**src/logic/seq_pkg.sv**
```systemverilog
// Sequencer definitions for the 65C02-style control unit
// Cycle states of the instruction FSM and the address-path modes.
// The low two mode bits drive the low-byte address mux directly,
// mode bit 2 is the low-byte carry in

package seq_pkg;

    typedef enum logic [3:0] {
        INIT,       // After reset
        SYNC,       // Opcode fetch
        IMM0,       // Immediate operand
        ZERO,       // Zero page address
        ABS0,       // Absolute low byte
        ABS1,       // Absolute high byte
        RDWR,       // Read-modify-write dummy cycle
        DATA,       // Memory operand access
        COND        // Branch offset
    } cycle_state_t;

    typedef logic [3:0] ab_mode_t;

    localparam ab_mode_t MODE_KEEP   = 4'd0;   // Hold AB
    localparam ab_mode_t MODE_PC     = 4'd1;   // Return to PC
    localparam ab_mode_t MODE_ABS    = 4'd2;   // {DB, AHL + index}, save PC
    localparam ab_mode_t MODE_ZP     = 4'd3;   // {00, DB + index}, save PC
    localparam ab_mode_t MODE_NEXT   = 4'd4;   // AB + 1
    localparam ab_mode_t MODE_BRANCH = 4'd7;   // AB + offset + 1

endpackage

```
**src/logic/cpu_ops_pkg.sv**
```systemverilog
// Datapath operation types for the 65C02-style control unit
// Operation words for the register file, ALU, status flags and address path,
// plus the control word latched by the opcode decoder

package cpu_ops_pkg;

    typedef logic [7:0]  byte_t;      // Data bus value
    typedef logic [3:0]  reg_sel_t;   // Register source code
    typedef logic [1:0]  reg_dst_t;   // Register destination code
    typedef logic [8:0]  alu_op_t;    // ldm, bcd, shift[1:0], add[2:0], carry[1:0]
    typedef logic [6:0]  reg_op_t;    // write, dst[1:0], src[3:0]
    typedef logic [9:0]  flag_op_t;   // Status flag update mask
    typedef logic [11:0] ab_op_t;     // Address path control

    localparam reg_sel_t REG_X = 4'd0;
    localparam reg_sel_t REG_Y = 4'd1;
    localparam reg_sel_t REG_A = 4'd2;
    localparam reg_sel_t REG_S = 4'd3;
    localparam reg_sel_t REG_Z = 4'd7;    // Reads as zero

    localparam alu_op_t ALU_LOAD_M = 9'b10_00_000_00;   // Load memory operand
    localparam alu_op_t ALU_STORE  = 9'b00_00_100_00;   // Pass source through to memory

    // Per-opcode decode, held for the whole instruction
    typedef struct packed {
        flag_op_t   flag_op;
        logic       add_y;      // Index by Y
        logic       add_x;      // Index by X
        logic       jmp;
        logic       rmw;
        logic       st;
        logic [6:0] alu;        // shift, add, carry
        logic       ld;
        reg_dst_t   dst;
        reg_sel_t   src;
    } ctl_word_t;

endpackage
```
**src/logic/ctl_unit.sv**
```systemverilog
// Control unit of a 65C02-style core
// Decodes each fetched opcode, sequences its bus cycles and drives the
// address-path, register, ALU and flag operations plus write enable

module ctl_unit (
    input  logic                  clk,
    input  logic                  rst,
    input  cpu_ops_pkg::byte_t    db,
    input  logic                  cond,
    output logic                  sync,
    output logic                  we,
    output cpu_ops_pkg::flag_op_t flag_op,
    output cpu_ops_pkg::alu_op_t  alu_op,
    output cpu_ops_pkg::reg_op_t  reg_op,
    output cpu_ops_pkg::ab_op_t   ab_op
);
    import cpu_ops_pkg::*;
    import seq_pkg::*;

    ctl_word_t    ctl;      // Word of the current instruction
    cycle_state_t state;

    opcode_decoder u_decoder (
        .clk   (clk),
        .rst   (rst),
        .state (state),
        .db    (db),
        .ctl   (ctl)
    );

    cycle_sequencer u_sequencer (
        .clk   (clk),
        .rst   (rst),
        .db    (db),
        .ctl   (ctl),
        .state (state),
        .sync  (sync)
    );

    address_mode_encoder u_ab_enc (
        .state (state),
        .cond  (cond),
        .db    (db),
        .ab_op (ab_op)
    );

    datapath_op_encoder u_dp_enc (
        .clk     (clk),
        .rst     (rst),
        .state   (state),
        .ctl     (ctl),
        .we      (we),
        .reg_op  (reg_op),
        .alu_op  (alu_op),
        .flag_op (flag_op)
    );

endmodule

```
**src/logic/datapath_op_encoder.sv**
```systemverilog
// Datapath operation encoder
// Drives the register, ALU and flag operations for the current cycle
// from the latched control word, and times the memory write enable.
// An instruction's result is written back during the next SYNC

module datapath_op_encoder (
    input  logic                   clk,
    input  logic                   rst,
    input  seq_pkg::cycle_state_t  state,
    input  cpu_ops_pkg::ctl_word_t ctl,
    output logic                   we,
    output cpu_ops_pkg::reg_op_t   reg_op,
    output cpu_ops_pkg::alu_op_t   alu_op,
    output cpu_ops_pkg::flag_op_t  flag_op
);
    import cpu_ops_pkg::*;
    import seq_pkg::*;

    reg_sel_t idx_src;      // Index register for address calculation

    assign idx_src = ctl.add_x ? REG_X : (ctl.add_y ? REG_Y : REG_Z);
    assign flag_op = ctl.flag_op;

    always_comb begin
        case (state)
            SYNC:       reg_op = {ctl.ld, ctl.dst, ctl.src};   // dst <= src op M
            DATA:       reg_op = {1'b0, ctl.dst, ctl.src};     // Source for a store
            ZERO, ABS1: reg_op = {1'b0, 2'b00, idx_src};
            default:    reg_op = {1'b0, 2'b00, REG_Z};
        endcase
    end

    always_comb begin
        case (state)
            SYNC:       alu_op = {2'b10, ctl.alu};
            IMM0, RDWR: alu_op = ALU_LOAD_M;
            DATA: begin
                if (ctl.st)
                    alu_op = ALU_STORE;
                else if (ctl.rmw)
                    alu_op = {2'b00, ctl.alu};   // Modify result goes to memory
                else
                    alu_op = {2'b10, ctl.alu};
            end
            default:    alu_op = '0;
        endcase
    end

    // Raised for the cycle that follows, which is always DATA
    always_ff @(posedge clk) begin
        if (rst) begin
            we <= 1'b0;
        end else begin
            case (state)
                ZERO, ABS1: we <= ctl.st && !ctl.rmw && !ctl.jmp;
                RDWR:       we <= 1'b1;
                default:    we <= 1'b0;
            endcase
        end
    end

    a_we_in_data: assert property (@(posedge clk) disable iff (rst)
        we |-> state == DATA);

endmodule

```
**src/logic/address_mode_encoder.sv**
```systemverilog
// Address mode encoder
// Picks the address-path mode for each cycle state and expands it into
// the twelve ab_op control bits. In a branch the high-byte adjust
// follows the offset sign when the branch is taken

module address_mode_encoder (
    input  seq_pkg::cycle_state_t state,
    input  logic                  cond,
    input  cpu_ops_pkg::byte_t    db,
    output cpu_ops_pkg::ab_op_t   ab_op
);
    import seq_pkg::*;

    ab_mode_t   mode;
    logic [1:0] abl_sel;    // Low-byte mux select
    logic       abl_ci;     // Low-byte carry in
    logic       back;       // Taken backward branch

    always_comb begin
        case (state)
            SYNC, IMM0, ABS0: mode = MODE_NEXT;
            ZERO:             mode = MODE_ZP;
            ABS1:             mode = MODE_ABS;
            DATA:             mode = MODE_PC;
            COND:             mode = MODE_BRANCH;
            default:          mode = MODE_KEEP;    // INIT and RDWR
        endcase
    end

    assign abl_sel = mode[1:0];
    assign abl_ci  = mode[2];
    assign back    = cond & db[7];

    // Upper seven bits control PC hold, AHL and the high byte
    always_comb begin
        case (mode)
            MODE_PC:     ab_op = {7'b000_1010, abl_sel, 2'b10, abl_ci};   // Back to PC
            MODE_ABS:    ab_op = {7'b111_1110, abl_sel, 2'b01, abl_ci};   // {DB, AHL + reg}
            MODE_ZP:     ab_op = {7'b111_0000, abl_sel, 2'b01, abl_ci};   // {00, DB + reg}
            MODE_NEXT:   ab_op = {7'b011_0110, abl_sel, 2'b11, abl_ci};   // AB + 1
            MODE_BRANCH: ab_op = {6'b011_011, back, abl_sel, 2'b11, abl_ci};
            default:     ab_op = {7'b001_0110, abl_sel, 2'b11, abl_ci};   // AB + 0
        endcase
    end

endmodule

```
**src/logic/cycle_sequencer.sv**
```systemverilog
// Cycle sequencer
// Steps the bus cycles of each instruction, one state per clock.
// The opcode on db is classified by column pattern in SYNC, and the
// decoded rmw and jmp bits choose the exits of ZERO and ABS1

module cycle_sequencer (
    input  logic                   clk,
    input  logic                   rst,
    input  cpu_ops_pkg::byte_t     db,
    input  cpu_ops_pkg::ctl_word_t ctl,
    output seq_pkg::cycle_state_t  state,
    output logic                   sync
);
    import seq_pkg::*;

    cycle_state_t fetch_next;   // First state after the opcode fetch

    always_comb begin
        casez (db)
            8'b1000_0000,
            8'b???1_0000: fetch_next = COND;   // BRA and conditional branches
            8'b1010_00?0,
            8'b11?0_00?0,
            8'b???0_1001: fetch_next = IMM0;
            8'b???1_1001,
            8'b????_11??: fetch_next = ABS0;
            8'b????_01??: fetch_next = ZERO;
            default:      fetch_next = SYNC;   // Implied, next fetch at once
        endcase
    end

    always_ff @(posedge clk) begin
        if (rst) begin
            state <= INIT;
        end else begin
            case (state)
                INIT:    state <= SYNC;
                SYNC:    state <= fetch_next;
                IMM0:    state <= SYNC;
                ZERO:    state <= ctl.rmw ? RDWR : DATA;
                ABS0:    state <= ABS1;
                ABS1:    state <= ctl.jmp ? SYNC : (ctl.rmw ? RDWR : DATA);
                RDWR:    state <= DATA;
                DATA:    state <= SYNC;
                COND:    state <= SYNC;
                default: state <= INIT;
            endcase
        end
    end

    assign sync = (state == SYNC);

    a_state_legal: assert property (@(posedge clk) disable iff (rst)
        state inside {INIT, SYNC, IMM0, ZERO, ABS0, ABS1, RDWR, DATA, COND});

    // A taken JMP fetches the next opcode straight after ABS1
    a_jmp_exit: assert property (@(posedge clk) disable iff (rst)
        (state == SYNC && ctl.jmp) |-> $past(state) == ABS1);

endmodule

```
**src/logic/opcode_decoder.sv**
```systemverilog
// Opcode decoder
// Latches the control word of the opcode on db in each SYNC cycle.
// The ALU column (low bits 01) is decoded by row, everything else by
// table. Opcodes outside the kept set give an all-zero word

module opcode_decoder (
    input  logic                   clk,
    input  logic                   rst,
    input  seq_pkg::cycle_state_t  state,
    input  cpu_ops_pkg::byte_t     db,
    output cpu_ops_pkg::ctl_word_t ctl
);
    import cpu_ops_pkg::*;
    import seq_pkg::*;

    // Word fields: flags, jmp/rmw/st, shift, add, carry, ld, dst, src
    logic [26:0] alu_row;   // ALU column word for the opcode row
    logic [26:0] base;      // Word without index bits
    logic        alu_col;   // ALU column in a kept addressing mode
    logic        known;
    logic        idx_x;
    logic        idx_y;

    assign alu_col = (db[1:0] == 2'b01) && (db[4:2] != 3'b000) && (db[4:2] != 3'b100);

    always_comb begin
        case (db[7:5])
            3'b000:  alu_row = {23'b1000011000_000_00_000_00_1_10, REG_A};  // ORA
            3'b001:  alu_row = {23'b1000011000_000_00_001_00_1_10, REG_A};  // AND
            3'b010:  alu_row = {23'b1000011000_000_00_010_00_1_10, REG_A};  // EOR
            3'b011:  alu_row = {23'b1010011011_000_00_011_11_1_10, REG_A};  // ADC
            3'b100:  alu_row = {23'b0000000000_001_00_100_00_0_00, REG_A};  // STA
            3'b101:  alu_row = {23'b1000011000_000_00_000_00_1_10, REG_Z};  // LDA
            3'b110:  alu_row = {23'b1000011011_000_00_110_01_0_00, REG_A};  // CMP
            default: alu_row = {23'b1010011011_000_00_110_11_1_10, REG_A};  // SBC
        endcase
    end

    always_comb begin
        known = 1'b1;
        case (db)
            // LDX and LDY
            8'hA2, 8'hA6, 8'hAE, 8'hB6, 8'hBE: base = {23'b1000011000_000_00_000_00_1_00, REG_Z};
            8'hA0, 8'hA4, 8'hAC, 8'hB4, 8'hBC: base = {23'b1000011000_000_00_000_00_1_01, REG_Z};
            8'h86, 8'h8E, 8'h96: base = {23'b0000000000_001_00_100_00_0_00, REG_X};  // STX
            8'h84, 8'h8C, 8'h94: base = {23'b0000000000_001_00_100_00_0_00, REG_Y};  // STY
            8'h64, 8'h74, 8'h9C, 8'h9E: base = {23'b0000000000_001_00_100_00_0_00, REG_Z}; // STZ
            8'hE0, 8'hE4, 8'hEC: base = {23'b1000011011_000_00_110_01_0_00, REG_X};  // CPX
            8'hC0, 8'hC4, 8'hCC: base = {23'b1000011011_000_00_110_01_0_00, REG_Y};  // CPY
            8'h24, 8'h2C, 8'h34, 8'h3C: base = {23'b1110001000_000_00_001_00_0_00, REG_A}; // BIT
            8'h89: base = {23'b1100000000_000_00_001_00_0_00, REG_A};  // BIT #, Z only
            8'h06, 8'h0E, 8'h16, 8'h1E: base = {23'b1000011011_010_10_000_00_0_00, REG_Z}; // ASL
            8'h26, 8'h2E, 8'h36, 8'h3E: base = {23'b1000011011_010_10_000_10_0_00, REG_Z}; // ROL
            8'h46, 8'h4E, 8'h56, 8'h5E: base = {23'b1000011011_010_11_000_00_0_00, REG_Z}; // LSR
            8'h66, 8'h6E, 8'h76, 8'h7E: base = {23'b1000011011_010_11_000_10_0_00, REG_Z}; // ROR
            8'hE6, 8'hEE, 8'hF6, 8'hFE: base = {23'b1000011000_010_00_011_00_0_00, 4'd5}; // INC
            8'hC6, 8'hCE, 8'hD6, 8'hDE: base = {23'b1000011000_010_00_011_00_0_00, 4'd6}; // DEC
            8'h0A: base = {23'b1000011011_000_10_100_00_1_10, REG_A};  // ASL A
            8'h2A: base = {23'b1000011011_000_10_100_10_1_10, REG_A};  // ROL A
            8'h4A: base = {23'b1000011011_000_11_100_00_1_10, REG_A};  // LSR A
            8'h6A: base = {23'b1000011011_000_11_100_10_1_10, REG_A};  // ROR A
            8'h1A: base = {23'b1000011000_000_00_100_01_1_10, REG_A};  // INC A
            8'h3A: base = {23'b1000011000_000_00_101_00_1_10, REG_A};  // DEC A
            8'hE8: base = {23'b1000011000_000_00_100_01_1_00, REG_X};  // INX
            8'hC8: base = {23'b1000011000_000_00_100_01_1_01, REG_Y};  // INY
            8'hCA: base = {23'b1000011000_000_00_101_00_1_00, REG_X};  // DEX
            8'h88: base = {23'b1000011000_000_00_101_00_1_01, REG_Y};  // DEY
            8'hAA: base = {23'b1000011000_000_00_100_00_1_00, REG_A};  // TAX
            8'hA8: base = {23'b1000011000_000_00_100_00_1_01, REG_A};  // TAY
            8'h8A: base = {23'b1000011000_000_00_100_00_1_10, REG_X};  // TXA
            8'h98: base = {23'b1000011000_000_00_100_00_1_10, REG_Y};  // TYA
            8'hBA: base = {23'b1000011000_000_00_100_00_1_00, REG_S};  // TSX
            8'h9A: base = {23'b0000000000_000_00_100_00_1_11, REG_X};  // TXS, no flags
            8'h18: base = {23'b0000000011_000_00_000_00_0_00, REG_Z};  // CLC
            8'h38: base = {23'b0000000011_000_00_101_01_0_00, REG_Z};  // SEC
            8'h58, 8'h78: base = {23'b0000100000_000_00_000_00_0_00, REG_Z};  // CLI, SEI
            8'hB8: base = {23'b0010000000_000_00_000_00_0_00, REG_Z};  // CLV
            8'hD8, 8'hF8: base = {23'b0001000000_000_00_000_00_0_00, REG_Z};  // CLD, SED
            8'h4C: base = {23'b0000000000_100_00_000_00_0_00, REG_Z};  // JMP abs
            // Branches and NOP carry no operation
            8'h10, 8'h30, 8'h50, 8'h70, 8'h90,
            8'hB0, 8'hD0, 8'hF0, 8'h80, 8'hEA: base = '0;
            default: begin
                base  = alu_row;
                known = alu_col;
            end
        endcase
    end

    always_comb begin
        idx_x = 1'b0;
        idx_y = 1'b0;
        casez (db)
            8'h96, 8'hB6, 8'hBE: idx_y = 1'b1;   // X loads and stores index by Y
            8'h9C:               idx_x = 1'b0;   // STZ abs
            8'b???1_1001:        idx_y = 1'b1;   // abs,Y
            8'b???1_01??,
            8'b???1_11??:        idx_x = 1'b1;   // zp,X and abs,X
            default:             idx_x = 1'b0;
        endcase
    end

    always_ff @(posedge clk) begin
        if (rst) begin
            ctl <= '0;
        end else if (state == SYNC) begin
            if (known)
                ctl <= {base[26:17], idx_y, idx_x, base[16:0]};
            else
                ctl <= '0;
        end
    end

endmodule

```
**config.mk**
```make
export PLATFORM = sky130hd
export DESIGN_NAME = ctl_unit
export DESIGN_NICKNAME = d
export VERILOG_FILES = /design/src/logic/seq_pkg.sv /design/src/logic/cpu_ops_pkg.sv /design/src/logic/ctl_unit.sv /design/src/logic/datapath_op_encoder.sv /design/src/logic/address_mode_encoder.sv /design/src/logic/cycle_sequencer.sv /design/src/logic/opcode_decoder.sv
export SDC_FILE = /design/constraint.sdc
export NUM_CORES = 1
export LEC_CHECK = 0
export BUFFER_PORTS_ARGS = -buffer_cell sky130_fd_sc_hd__buf_2
export CORE_MARGIN = 3
export CORE_UTILIZATION = 41
export CTS_CLUSTER_DIAMETER = 30
export DETAILED_ROUTE_END_ITERATION = 6
export PLACE_DENSITY = 0.61
export SYNTH_ARGS = -nofsm -noshare
export SYNTH_HDL_FRONTEND = slang
export SYNTH_HIERARCHICAL = 1
export SYNTH_SLANG_ARGS = --single-unit
```
**constraint.sdc**
```tcl
create_clock -name clk -period 3.1 [get_ports clk]
set_input_delay 0.155 -clock clk [delete_from_list [all_inputs] [get_ports clk]]
set_output_delay 0.155 -clock clk [all_outputs]
set_load 0.02 [all_outputs]
```
* Word level (Yosys, flattened, before mapping) *
Cells that the tools add are included.

storage, ports and cells
  register bits = 34
  latch bits = 0
  RAM bits = 0
  bits in read-only memories = 0
  output and inout bits = 40
  word-level logic and storage cells = 189
  memories = 0

operators by class
  add/subtract/negate cells = 0
  multipliers = 0
  div/mod/pow operators = 0
  order comparisons = 0
  eq/ne operators = 119
  shift operators = 0
  muxes and demuxes = 20
  bitwise gates (word level) = 1
  reduce and logical (&&, ||, !) cells = 37

operators with widths
  kind                  count
  $pmux W27 S38         1
  $eq A8 B8 Y1 const B  52
  $pmux W27 S7          1
  $eq A8 B7 Y1 const B  17
  $eq A8 B6 Y1 const B  12
  $reduce_or A89 Y1     1
  $pmux W12 S5          1
  $eq A8 B5 Y1 const B  5
  $reduce_or A4 Y1      10
  $mux W29              1
  $pmux W9 S3           1
  $pmux W4 S6           1
  $eq A3 B3 Y1 const B  7
  $pmux W7 S3           1
  $mux W9               2
  $reduce_or A3 Y1      6
  $eq A4 B3 Y1 const B  4
  $eq A8 B4 Y1 const B  2
  $pmux W4 S4           1
  $pmux W3 S5           1
  $reduce_or A5 Y1      3
  $reduce_or A2 Y1      7
  $eq A3 B2 Y1 const B  4
  $eq A5 B5 Y1 const B  2
  22 further kinds      34

* Depth between registers and ports, before layout *
Gate-level depths: netlist (run 1).

  word-level depth = 5
  gate-level depth with buffers = 10

* By module *
Netlist (run 1), hierarchy kept.

modules (own cells, without submodules)
  module                instances  cells an instance  area an instance (um^2)
  opcode_decoder        1          241                1,929.4
  datapath_op_encoder   1          47                 311.5
  cycle_sequencer       1          37                 289.0
  address_mode_encoder  1          22                 168.9

* Least setup slack after synthesis (run 1) *
No wires, ideal clock.

  path kind = input to register
  start point = input db[7]
  end point = register, netlist name u_decoder/ctl[0]
  setup time = 0.086 ns
  arrival = 1.868 ns
  data required time = 3.014 ns
  slack = 1.145 ns
  stages = 8
  buffers on the path = 1
  path through = buf_2 -> or4b_4 -> o32ai_2 -> a21oi_1 -> nor4b_2 -> and3_1 -> nand3b_4 -> a221oi_2

between the ends
  word-level cells in the longest chain between the ends = 4
  elaborated cells between the ends (all ways) = 118

RTL lines
  element                                          RTL line               source
  from (decl)                                      ctl_unit.sv:8          input cpu_ops_pkg::byte_t db,
  $eq A8 B5 Y1, or another cell as far along       opcode_decoder.sv:41   case (db)
  $reduce_or A10 Y1, or another cell as far along  opcode_decoder.sv:41
  $pmux W27 S38 or $mux W1 (tied branches)         opcode_decoder.sv:41
  $mux W29 *                                       opcode_decoder.sv:107  if (known)

Mark *: on every way between the ends. The rest lies on a longest branch, timed or not.
A chain may end at the register's enable or synchronous reset.

* Worst setup path in the final report (run 1) *
  start point = input db[7]
  end point = register, netlist name u_decoder/ctl[2]

between the ends
  word-level cells in the longest chain between the ends = 4
  elaborated cells between the ends (all ways) = 118

RTL lines
  element                                          RTL line
  $eq A8 B5 Y1, or another cell as far along       opcode_decoder.sv:41
  $reduce_or A10 Y1, or another cell as far along  opcode_decoder.sv:41
  $pmux W27 S38 or $mux W1 (tied branches)         opcode_decoder.sv:41
  $mux W29 *                                       opcode_decoder.sv:107

Marked as above.

==> results_dict.tcl, run 1 <==
set metrics [dict create \
    status "finished clean" \
    worstSkewPairLatency_ps 280 \
    io_buffers 47 \
    max_freq_ghz 0.407 \
    cts.sinks 31 \
    hold_ws_ps 171 \
    ys_seq_elements 31 \
    cts_tree "done" \
    drtIter0Drc 363 \
    first_pass_iters 5 \
    hold_viol 0 \
    cts_buffers 5 \
    clkTransAtPathRegs_ps 70 \
    worst_slew_pin_slew_ps 771 \
    synth_flop_cell "dfxtp_1" \
    diodes 0 \
    area_growth_pct 9.83 \
    critical_path_class "primary input to register" \
    fin_area_sq_mm 0.00296 \
    crit_required_ps 3270 \
    synth_cell_type_count 81 \
    antenna_found_initial 0 \
    row_count 28 \
    grt_max_degree 28 \
    cts_resized 0 \
    start_kind "primary input" \
    max_cap_violations 0 \
    wire_per_inst_um 17.0 \
    crit_fanout 27 \
    grt_pass1_vias 2527 \
    clockRootBuffer "clkbuf_8" \
    synth.yosys.warnings 6 \
    antenna_left 0 \
    initial_core_util 0.440 \
    cp_data_arrival_time_ps 2630 \
    p_int_mw 0.807 \
    grt_pass1_wl_um 12800 \
    final_layout_size_suffix_gt1_frac 0.237 \
    synth_seq_area_share 0.230 \
    nets 386 \
    switching_share 0.389 \
    final_cells 451 \
    finalCritPeriodShare 0.794 \
    combPwrFrac 0.380 \
    clockBufferDepth 2 \
    num_vias 2804 \
    die_y_um 87.1 \
    synthCells 347 \
    ios 51 \
    avgSynthCellArea_sq_um 7.78 \
    ir_worst_vdd_uv 306 \
    post-dp-hpwl_um 5500 \
    htreeDepth 2 \
    core_area_sq_mm 0.00613 \
    p_switching_mw 0.514 \
    setup_tns_ps 0 \
    die_area_sq_mm 0.00759 \
    drc 0 \
    seqPwrFrac 0.351 \
    synth-async-reset-ratio 0 \
    dpl_cell_area_sq_mm 0.00286 \
    grt_overflow_total 0 \
    endpoint_kind "register" \
    wl_um 7690 \
    die_w_um 87.1 \
    max_slew_margin 0.485 \
    hold_path.class "primary input to register" \
    place.gp.congestion 0.959 \
    power_density_mw_per_mm2 446 \
    setup_violations 0 \
    post-cts-setup-buffers 0 \
    fin_crit_ps 2460 \
    reg2reg_slack_ps 1030 \
    clock_skew_ps 11.1 \
    ctsHoldBuffers 0 \
    leakagePower_nw 1.16 \
    finalMaxSlewViolations 0 \
    syn_area_sq_mm 0.00270 \
    dp.cells 443 \
    vias_per_cell 6.22 \
    rsz0062_at_grt "false" \
    synth_edf_count 0 \
    p_total_mw 1.32 \
    track_usage 0.207 \
    p_clk_frac 0.269 \
]
[kinds of logic after synthesis]
kind of cell    count (synthesis)  share of synthesized area
xor+xnor                        2                    0.00649
simple gates                  158                      0.363
mux                             1                    0.00371
other cells                     2                    0.00278
buf+inv                        44                     0.0983
flops                          31                      0.230
compound gates                109                      0.296
[flip-flops by register name (all words and copies together) (netlist names)]
| signal | cells |
|---|---|
| u_dp_enc/we | 1 |
| u_decoder/ctl | 26 |
| u_sequencer/state | 4 |
[layout make-up]
class                      instances  area [sq um]
clock buffer                       7          96.3
clock inverter                     1          7.51
fill                             630          3170
inverter                           9          33.8
multi-input combinational        273          1820
sequential                        31           621
tap                               75          93.8
timing repair buffer              55           295
[path summary, 6_finish.rpt]
check / endpoint / from / cells past startpoint
max: u_decoder/ctl[2] / db[7] / 9
min: u_dp_enc/we / rst / 2
max reg2reg: u_decoder/ctl[2] / u_sequencer/state[1] / 6
min reg2reg: u_decoder/ctl[8] / u_decoder/ctl[8] / 2
[synthesized netlist by cell type (3+ instances only)]
library cell  instances  area share
a21oi_1              16       0.030
a22o_1                3      0.0097
a31oi_1               4      0.0093
a32o_1                7       0.026
and2_1                7       0.016
and3_1                5       0.012
and3b_1               3      0.0097
buf_2                 8       0.015
buf_4                20       0.056
clkbuf_1              4      0.0056
dfxtp_1              31        0.23
inv_1                 7      0.0097
nand2_1              39       0.054
nand2b_1              8       0.019
nand3_1              12       0.022
nand4_1               5       0.012
nor2_1               24       0.033
nor2b_1              11       0.025
nor3_1                8       0.015
o211ai_1              6       0.017
o21ai_0              15       0.028
o21ai_1              16       0.030
o221ai_1              4       0.013
o31ai_1               4       0.011
or4b_1                4       0.015
[worst max-delay path: stages]
cell,delay [ps]
buf_2,260
buf_4,230
nand2b_1,150
nor2_1,130
a31o_2,280
a221oi_1,600
a31o_1,500
nor2_1,100
a22o_1,200
[cells in the final DEF, fill, tap and decap left out, drive strengths merged, types with 4 or more instances in the layout]
cell,synthesis,routed
dfxtp,31,31
nor2b,11,11
nand2,39,39
buf,31,55
and2,8,8
or4b,6,6
nor4b,6,6
nand3,12,12
inv,9,9
clkbuf,4,7
and3,5,5
o211ai,7,7
nand4,5,5
a21oi,16,16
a32o,7,7
o31ai,5,5
nand2b,10,10
nor3,8,8
o221ai,4,4
a31oi,5,5
nor2,25,25
o21ai,31,31
[power by group through the flow]
stage               Combinational (mW)  Clock, mW  Sequential [mW]
CTS                              0.498      0.363            0.464
floorplan                        0.374          0            0.469
detailed placement               0.497          0            0.473
finish                           0.503      0.356            0.463
global route                     0.552      0.378            0.469
global placement                 0.497          0            0.472
[routing by layer]
metal / routed length [um] / vias up / track usage
met4: 114 / 0 / 0.0614
met3: 687 / 15 / 0.0416
met2: 3210 / 157 / 0.295
li1: - / 1352 / -
met5: 0 / - / 0
met1: 3680 / 1280 / 0.310
[metrics by stage]
stage	setup WS, ps	utilization
after CTS	712	0.483
after floorplan	1150	-
after global routing	372	0.483
after global placement	379	0.467
final	640	0.483
after detailed placement	416	0.467
Note: power is estimated with default switching activity, not from simulation.
==> run 2, diff against run 1 <==
Settings changed: PLACE_DENSITY 0.61 to 0.63.
Clock period 3.1 ns to 2 ns, I/O delays scaled along.
==> run 2 against run 1 <==
  * Sequential share of layout area fell by 3.9 points
  * Non-clock buffer count rose by 82
  * Global-route usage rose by 3.5 points
  * Hold slack got worse by 42 ps
  * Largest cell class unchanged
  * Critical endpoint is now u_decoder/ctl[7]
  * Routed wire length rose by 18%
  * Power rose by 73%
  * Highest routed layer unchanged
==> results_dict.tcl, run 2 (synthesis gave the netlist of run 1 again) <==
set metrics [dict create \
    status "finished clean" \
    cts_resized 0 \
    num_vias 3103 \
    htreeDepth 2 \
    crit_required_ps 2180 \
    fin_area_sq_mm 0.00363 \
    p_clk_frac 0.279 \
    first_pass_iters 5 \
    reg_top3 "u_decoder/ctl x26, u_sequencer/state x4, u_dp_enc/we x1" \
    dpl_cell_area_sq_mm 0.00349 \
    hold_viol 0 \
    setup_violations 0 \
    max_freq_ghz 0.530 \
    final_cell_mix "buf_4, buf_2, nand2_1, dfxtp_1, nor2_1" \
    largest_reg_flops 26 \
    post-cts-setup-buffers 0 \
    worstHoldStart "rst" \
    leakagePower_nw 1.59 \
    regArea_sq_um 621 \
    antenna_found_initial 0 \
    wire_per_inst_um 17.0 \
    diodes 0 \
    die_area_sq_mm 0.00759 \
    worst_slew_pin_slew_ps 536 \
    drtIter0Drc 332 \
    area_growth_pct 34.7 \
    layout_commonest_cell "buf_4" \
    max_cap_violations 0 \
    vias_per_cell 5.82 \
    row_count 28 \
    dp.cells 525 \
    grt_pass1_wl_um 14500 \
    fin_crit_ps 1890 \
    final_cells 533 \
    reg2reg_depth 5 \
    combPwrFrac 0.418 \
    cts_tree "done" \
    io_buffers 47 \
    grt_max_degree 21 \
    p_int_mw 1.45 \
    dp_slack_ps -215 \
    crit_fanout 10 \
    ctsHoldBuffers 0 \
    fillers 575 \
    clockRootBuffer "clkbuf_8" \
    largest_register "u_decoder/ctl" \
    endpoint_kind "register" \
    die_w_um 87.1 \
    critPathLaunch "db[7]" \
    critical_path_class "primary input to register" \
    clkTransAtPathRegs_ps 70 \
    drc 0 \
    start_kind "primary input" \
    clockBufferDepth 2 \
    clock_skew_ps 6.35 \
    wl_um 9050 \
    antenna_left 0 \
    final_layout_size_suffix_gt1_frac 0.386 \
    finalCritPeriodShare 0.944 \
    initial_core_util 0.440 \
    cts_buffers 5 \
    seqPwrFrac 0.303 \
    worstSkewPairLatency_ps 280 \
    min_path_cells 2 \
    p_switching_mw 0.834 \
    ios 51 \
    hold_path.class "primary input to register" \
    grt_overflow_total 0 \
    track_usage 0.242 \
    place.gp.congestion 0.947 \
    setup_ws_ps 112 \
    grt_pass1_vias 2757 \
    finalMaxSlewViolations 0 \
    nets 468 \
    core_area_sq_mm 0.00613 \
    cts.sinks 31 \
    power_density_mw_per_mm2 630 \
    max_slew_margin 0.637 \
    switching_share 0.364 \
    ir_worst_vdd_uv 575 \
    multi_input_area_sq_mm 0.00184 \
    setup_tns_ps 0 \
    cp_data_arrival_time_ps 2060 \
    die_y_um 87.1 \
    post-dp-hpwl_um 7060 \
    r2r-start "u_sequencer/state[2]" \
]
==> run 2: cell count changes in the layout (fill, tap and decap cells not counted), sizes merged <==
cell,previous run,this run
clkinvlp,1,0
buf,55,136
clkinv,0,1
bufinv,0,1
==> run 2: path summary, 6_finish.rpt <==
path	endpoint	slack [ps]
setup / recovery	u_decoder/ctl[7]	110
hold / removal	u_dp_enc/we	130
setup reg to reg	u_sequencer/state[0]	390
hold reg to reg	u_decoder/ctl[22]	440
==> run 2: cell type report <==
cell class,instances,area share
clock buffers,6,0.0227
clock inverters,2,0.00964
inverters,9,0.00929
multi-input cells,273,0.507
flip-flops and latches,31,0.171
well taps,75,0.0258
repair buffers,137,0.255
==> run 2: per-layer routing <==
metal	track usage	part of all wire	vias to the layer above
li1	-	-	1521
met5	0	0	-
met1	0.349	0.47	1436
met2	0.375	0.45	135
met3	0.0237	0.064	11
met4	0.0823	0.016	0
==> run 2: worst max-delay path, cell delays in order <==
cell,delay (ps)
buf_2,160
nor3b_2,200
a221oi_1,360
nor4_2,130
nor4b_2,480
and2_4,270
o21ai_1,90
a32o_1,270
==> run 2: power by group through the flow <==
stage / registers, mW / clock network [mW] / logic [mW]
final: 0.694 / 0.639 / 0.956
after global routing: 0.699 / 0.678 / 1.03
after CTS: 0.693 / 0.648 / 0.936
after detailed placement: 0.707 / 0 / 0.934
after global placement: 0.705 / 0 / 0.926
after floorplan: 0.727 / 0 / 0.580
==> run 2: stage by stage <==
step	hold WS [ps]	util	power, mW
2_1_floorplan	165	-	1.31
3_3_place_gp	407	0.569	1.63
3_5_place_dp	408	0.569	1.64
4_1_cts	112	0.588	2.28
5_1_grt	124	0.593	2.41
6_report	129	0.593	2.29
==> run 3, diff against run 2 <==
Settings changed: CELL_PAD_IN_SITES_DETAIL_PLACEMENT set to 2, CELL_PAD_IN_SITES_GLOBAL_PLACEMENT set to 2, CORE_UTILIZATION 41 to 29, GPL_ROUTABILITY_DRIVEN set to 0, PLACE_DENSITY 0.63 to 0.75.
==> run 3 against run 2 <==
  * The flow now finishes with violations (negative setup slack)
  * Fmax decreased by 13%
  * Sequential share of layout area decreased by 1.7 points
  * Clock skew is 2.5 ps higher
  * Routed wire length up 89%
  * Register-to-register slack got worse by 300 ps
  * Via count is 18% higher
  * Setup slack worse by 290 ps
  * Largest cell class unchanged
==> results_dict.tcl, run 3 (synthesis gave the netlist of run 1 again) <==
set metrics [dict create \
    clockRootBuffer "clkbuf_8" \
    first_pass_iters 7 \
    leakagePower_nw 1.77 \
    setup_ws_ps -179 \
    final_cell_mix "buf_4, buf_2, nand2_1, dfxtp_1, nor2_1" \
    crit_fanout 11 \
    cts_tree "done" \
    nets 491 \
    worstSkewPairLatency_ps 300 \
    hold_viol 0 \
    grtUsageMet3 0.0396 \
    hold_path.class "primary input to register" \
    track_usage 0.280 \
    grt_overflow_total 0 \
    grt_max_degree 25 \
    wire_per_inst_um 29.0 \
    gr-usage-met2 0.496 \
    diodes 0 \
    drc 0 \
    vias_per_cell 6.23 \
    power_density_mw_per_mm2 639 \
    antenna_found_initial 0 \
    worst_slew_pin_slew_ps 636 \
    grt_pass1_vias 3789 \
    reg_top3 "u_decoder/ctl x26, u_sequencer/state x4, u_dp_enc/we x1" \
    die_area_sq_mm 0.0105 \
    antenna_left 0 \
    grt_use_met1 0.333 \
    seqPwrFrac 0.269 \
    die_y_um 102 \
    fin_crit_ps 2180 \
    setup_violations 19 \
    cp_data_arrival_time_ps 2380 \
    clockBufferDepth 2 \
    busiest_layer "met2" \
    status "finished, violations left" \
    final_layout_size_suffix_gt1_frac 0.451 \
    wl_um 17100 \
    cts.sinks 31 \
    layout_commonest_cell "buf_4" \
    max_slew_margin 0.573 \
    ir_worst_vdd_uv 410 \
    violations "negative setup slack" \
    rsz0062_at_grt "true" \
    area_growth_pct 50.0 \
    htreeDepth 2 \
    p_clk_frac 0.263 \
    finalMaxSlewViolations 0 \
    io_buffers 47 \
    drtIter0Drc 266 \
    start_kind "primary input" \
    post-dp-hpwl_um 10300 \
    switching_share 0.412 \
    critical_path_class "primary input to register" \
    max_freq_ghz 0.459 \
    p_int_mw 1.52 \
    clock_skew_ps 8.81 \
    row_count 34 \
    ios 51 \
    finalCritPeriodShare 1.09 \
    clkTransAtPathRegs_ps 80 \
    p_total_mw 2.59 \
    cts_buffers 5 \
    grt_pass1_wl_um 22200 \
    die_w_um 102 \
    crit_required_ps 2200 \
    max_cap_violations 0 \
    largest_register "u_decoder/ctl" \
    initial_core_util 0.304 \
    core_area_sq_mm 0.00889 \
    endpoint_kind "register" \
    num_vias 3669 \
    p_switching_mw 1.07 \
    setup_tns_ps -1020 \
    combPwrFrac 0.467 \
    largest_reg_flops 26 \
]
## run 3: cell count changes in the layout (fill, tap and decap cells not counted), moves of 2 or more
| cell | previous run | this run |
|---|---|---|
| nor2_1 | 24 | 22 |
| a221oi_4 | 0 | 2 |
| a221oi_1 | 2 | 0 |
| a31oi_1 | 4 | 2 |
| a21oi_1 | 16 | 14 |
| a21oi_2 | 0 | 2 |
| nor4b_2 | 3 | 1 |
| buf_2 | 46 | 43 |
| nor4b_4 | 2 | 4 |
| buf_4 | 89 | 112 |
| buf_6 | 0 | 2 |
| buf_12 | 1 | 3 |
| nor2_2 | 1 | 3 |
## run 3: layer usage
metal,share of wire,wire (um)
met5,0,0
met2,0.49,8350
met3,0.062,1050
met4,0.056,957
met1,0.39,6710
## run 3: timing repair
action	4_1_cts	5_1_grt
buffers inserted	3	13
hold buffers	0	0
pin swaps	6	13
setup endpoints to repair	18	27
gates resized for setup	12	33
## run 3: power groups by stage
stage                     registers, mW  clock network [mW]  logic (mW)
final                             0.696               0.681        1.21
after CTS                         0.695               0.679        1.07
after floorplan                   0.727                   0       0.580
after global routing              0.701               0.702        1.26
after detailed placement          0.708                   0        1.02
after global placement            0.702                   0       0.963
## run 3: per-stage QoR
| step | cell area (sq um) | hold slack (ps) | cells | worst slack [ps] | utilization |
|---|---|---|---|---|---|
| floorplan | 2700 | 165 | 348 | 52.0 | - |
| global placement | 3580 | 417 | 565 | -220 | 0.403 |
| detailed placement | 3580 | 416 | 565 | -375 | 0.403 |
| CTS | 3800 | 130 | 576 | 0.151 | 0.427 |
| global route | 4050 | 146 | 589 | -185 | 0.455 |
| finish | 4050 | 143 | 589 | -179 | 0.455 |
## run 3: area by class of cell
cell class / instances / area, sq um
fill: 991 / 4840
multi-input combinational: 273 / 2000
timing repair buffer: 160 / 1140
sequential: 31 / 621
tap: 108 / 135
clock buffer: 6 / 82.6
clock inverter: 2 / 35.0
inverter: 9 / 33.8
## run 3: critical path, stage by stage
cell	delay [ps]
buf_4	160
nor4bb_1	490
buf_4	220
a32oi_2	180
nor2_1	280
nor4b_4	110
buf_4	170
and3_4	180
nand3b_4	160
a221oi_4	330
## run 3: path summary, 6_finish.rpt
| check | depth (start not counted) | endpoint | start | slack, ps |
|---|---|---|---|---|
| min | 2 | u_decoder/ctl[27] | rst | 140 |
| max | 10 | u_decoder/ctl[0] | db[1] | -180 |
| max reg2reg | 6 | u_decoder/ctl[0] | u_sequencer/state[1] | 90 |
| min reg2reg | 2 | u_decoder/ctl[28] | u_decoder/ctl[28] | 460 |
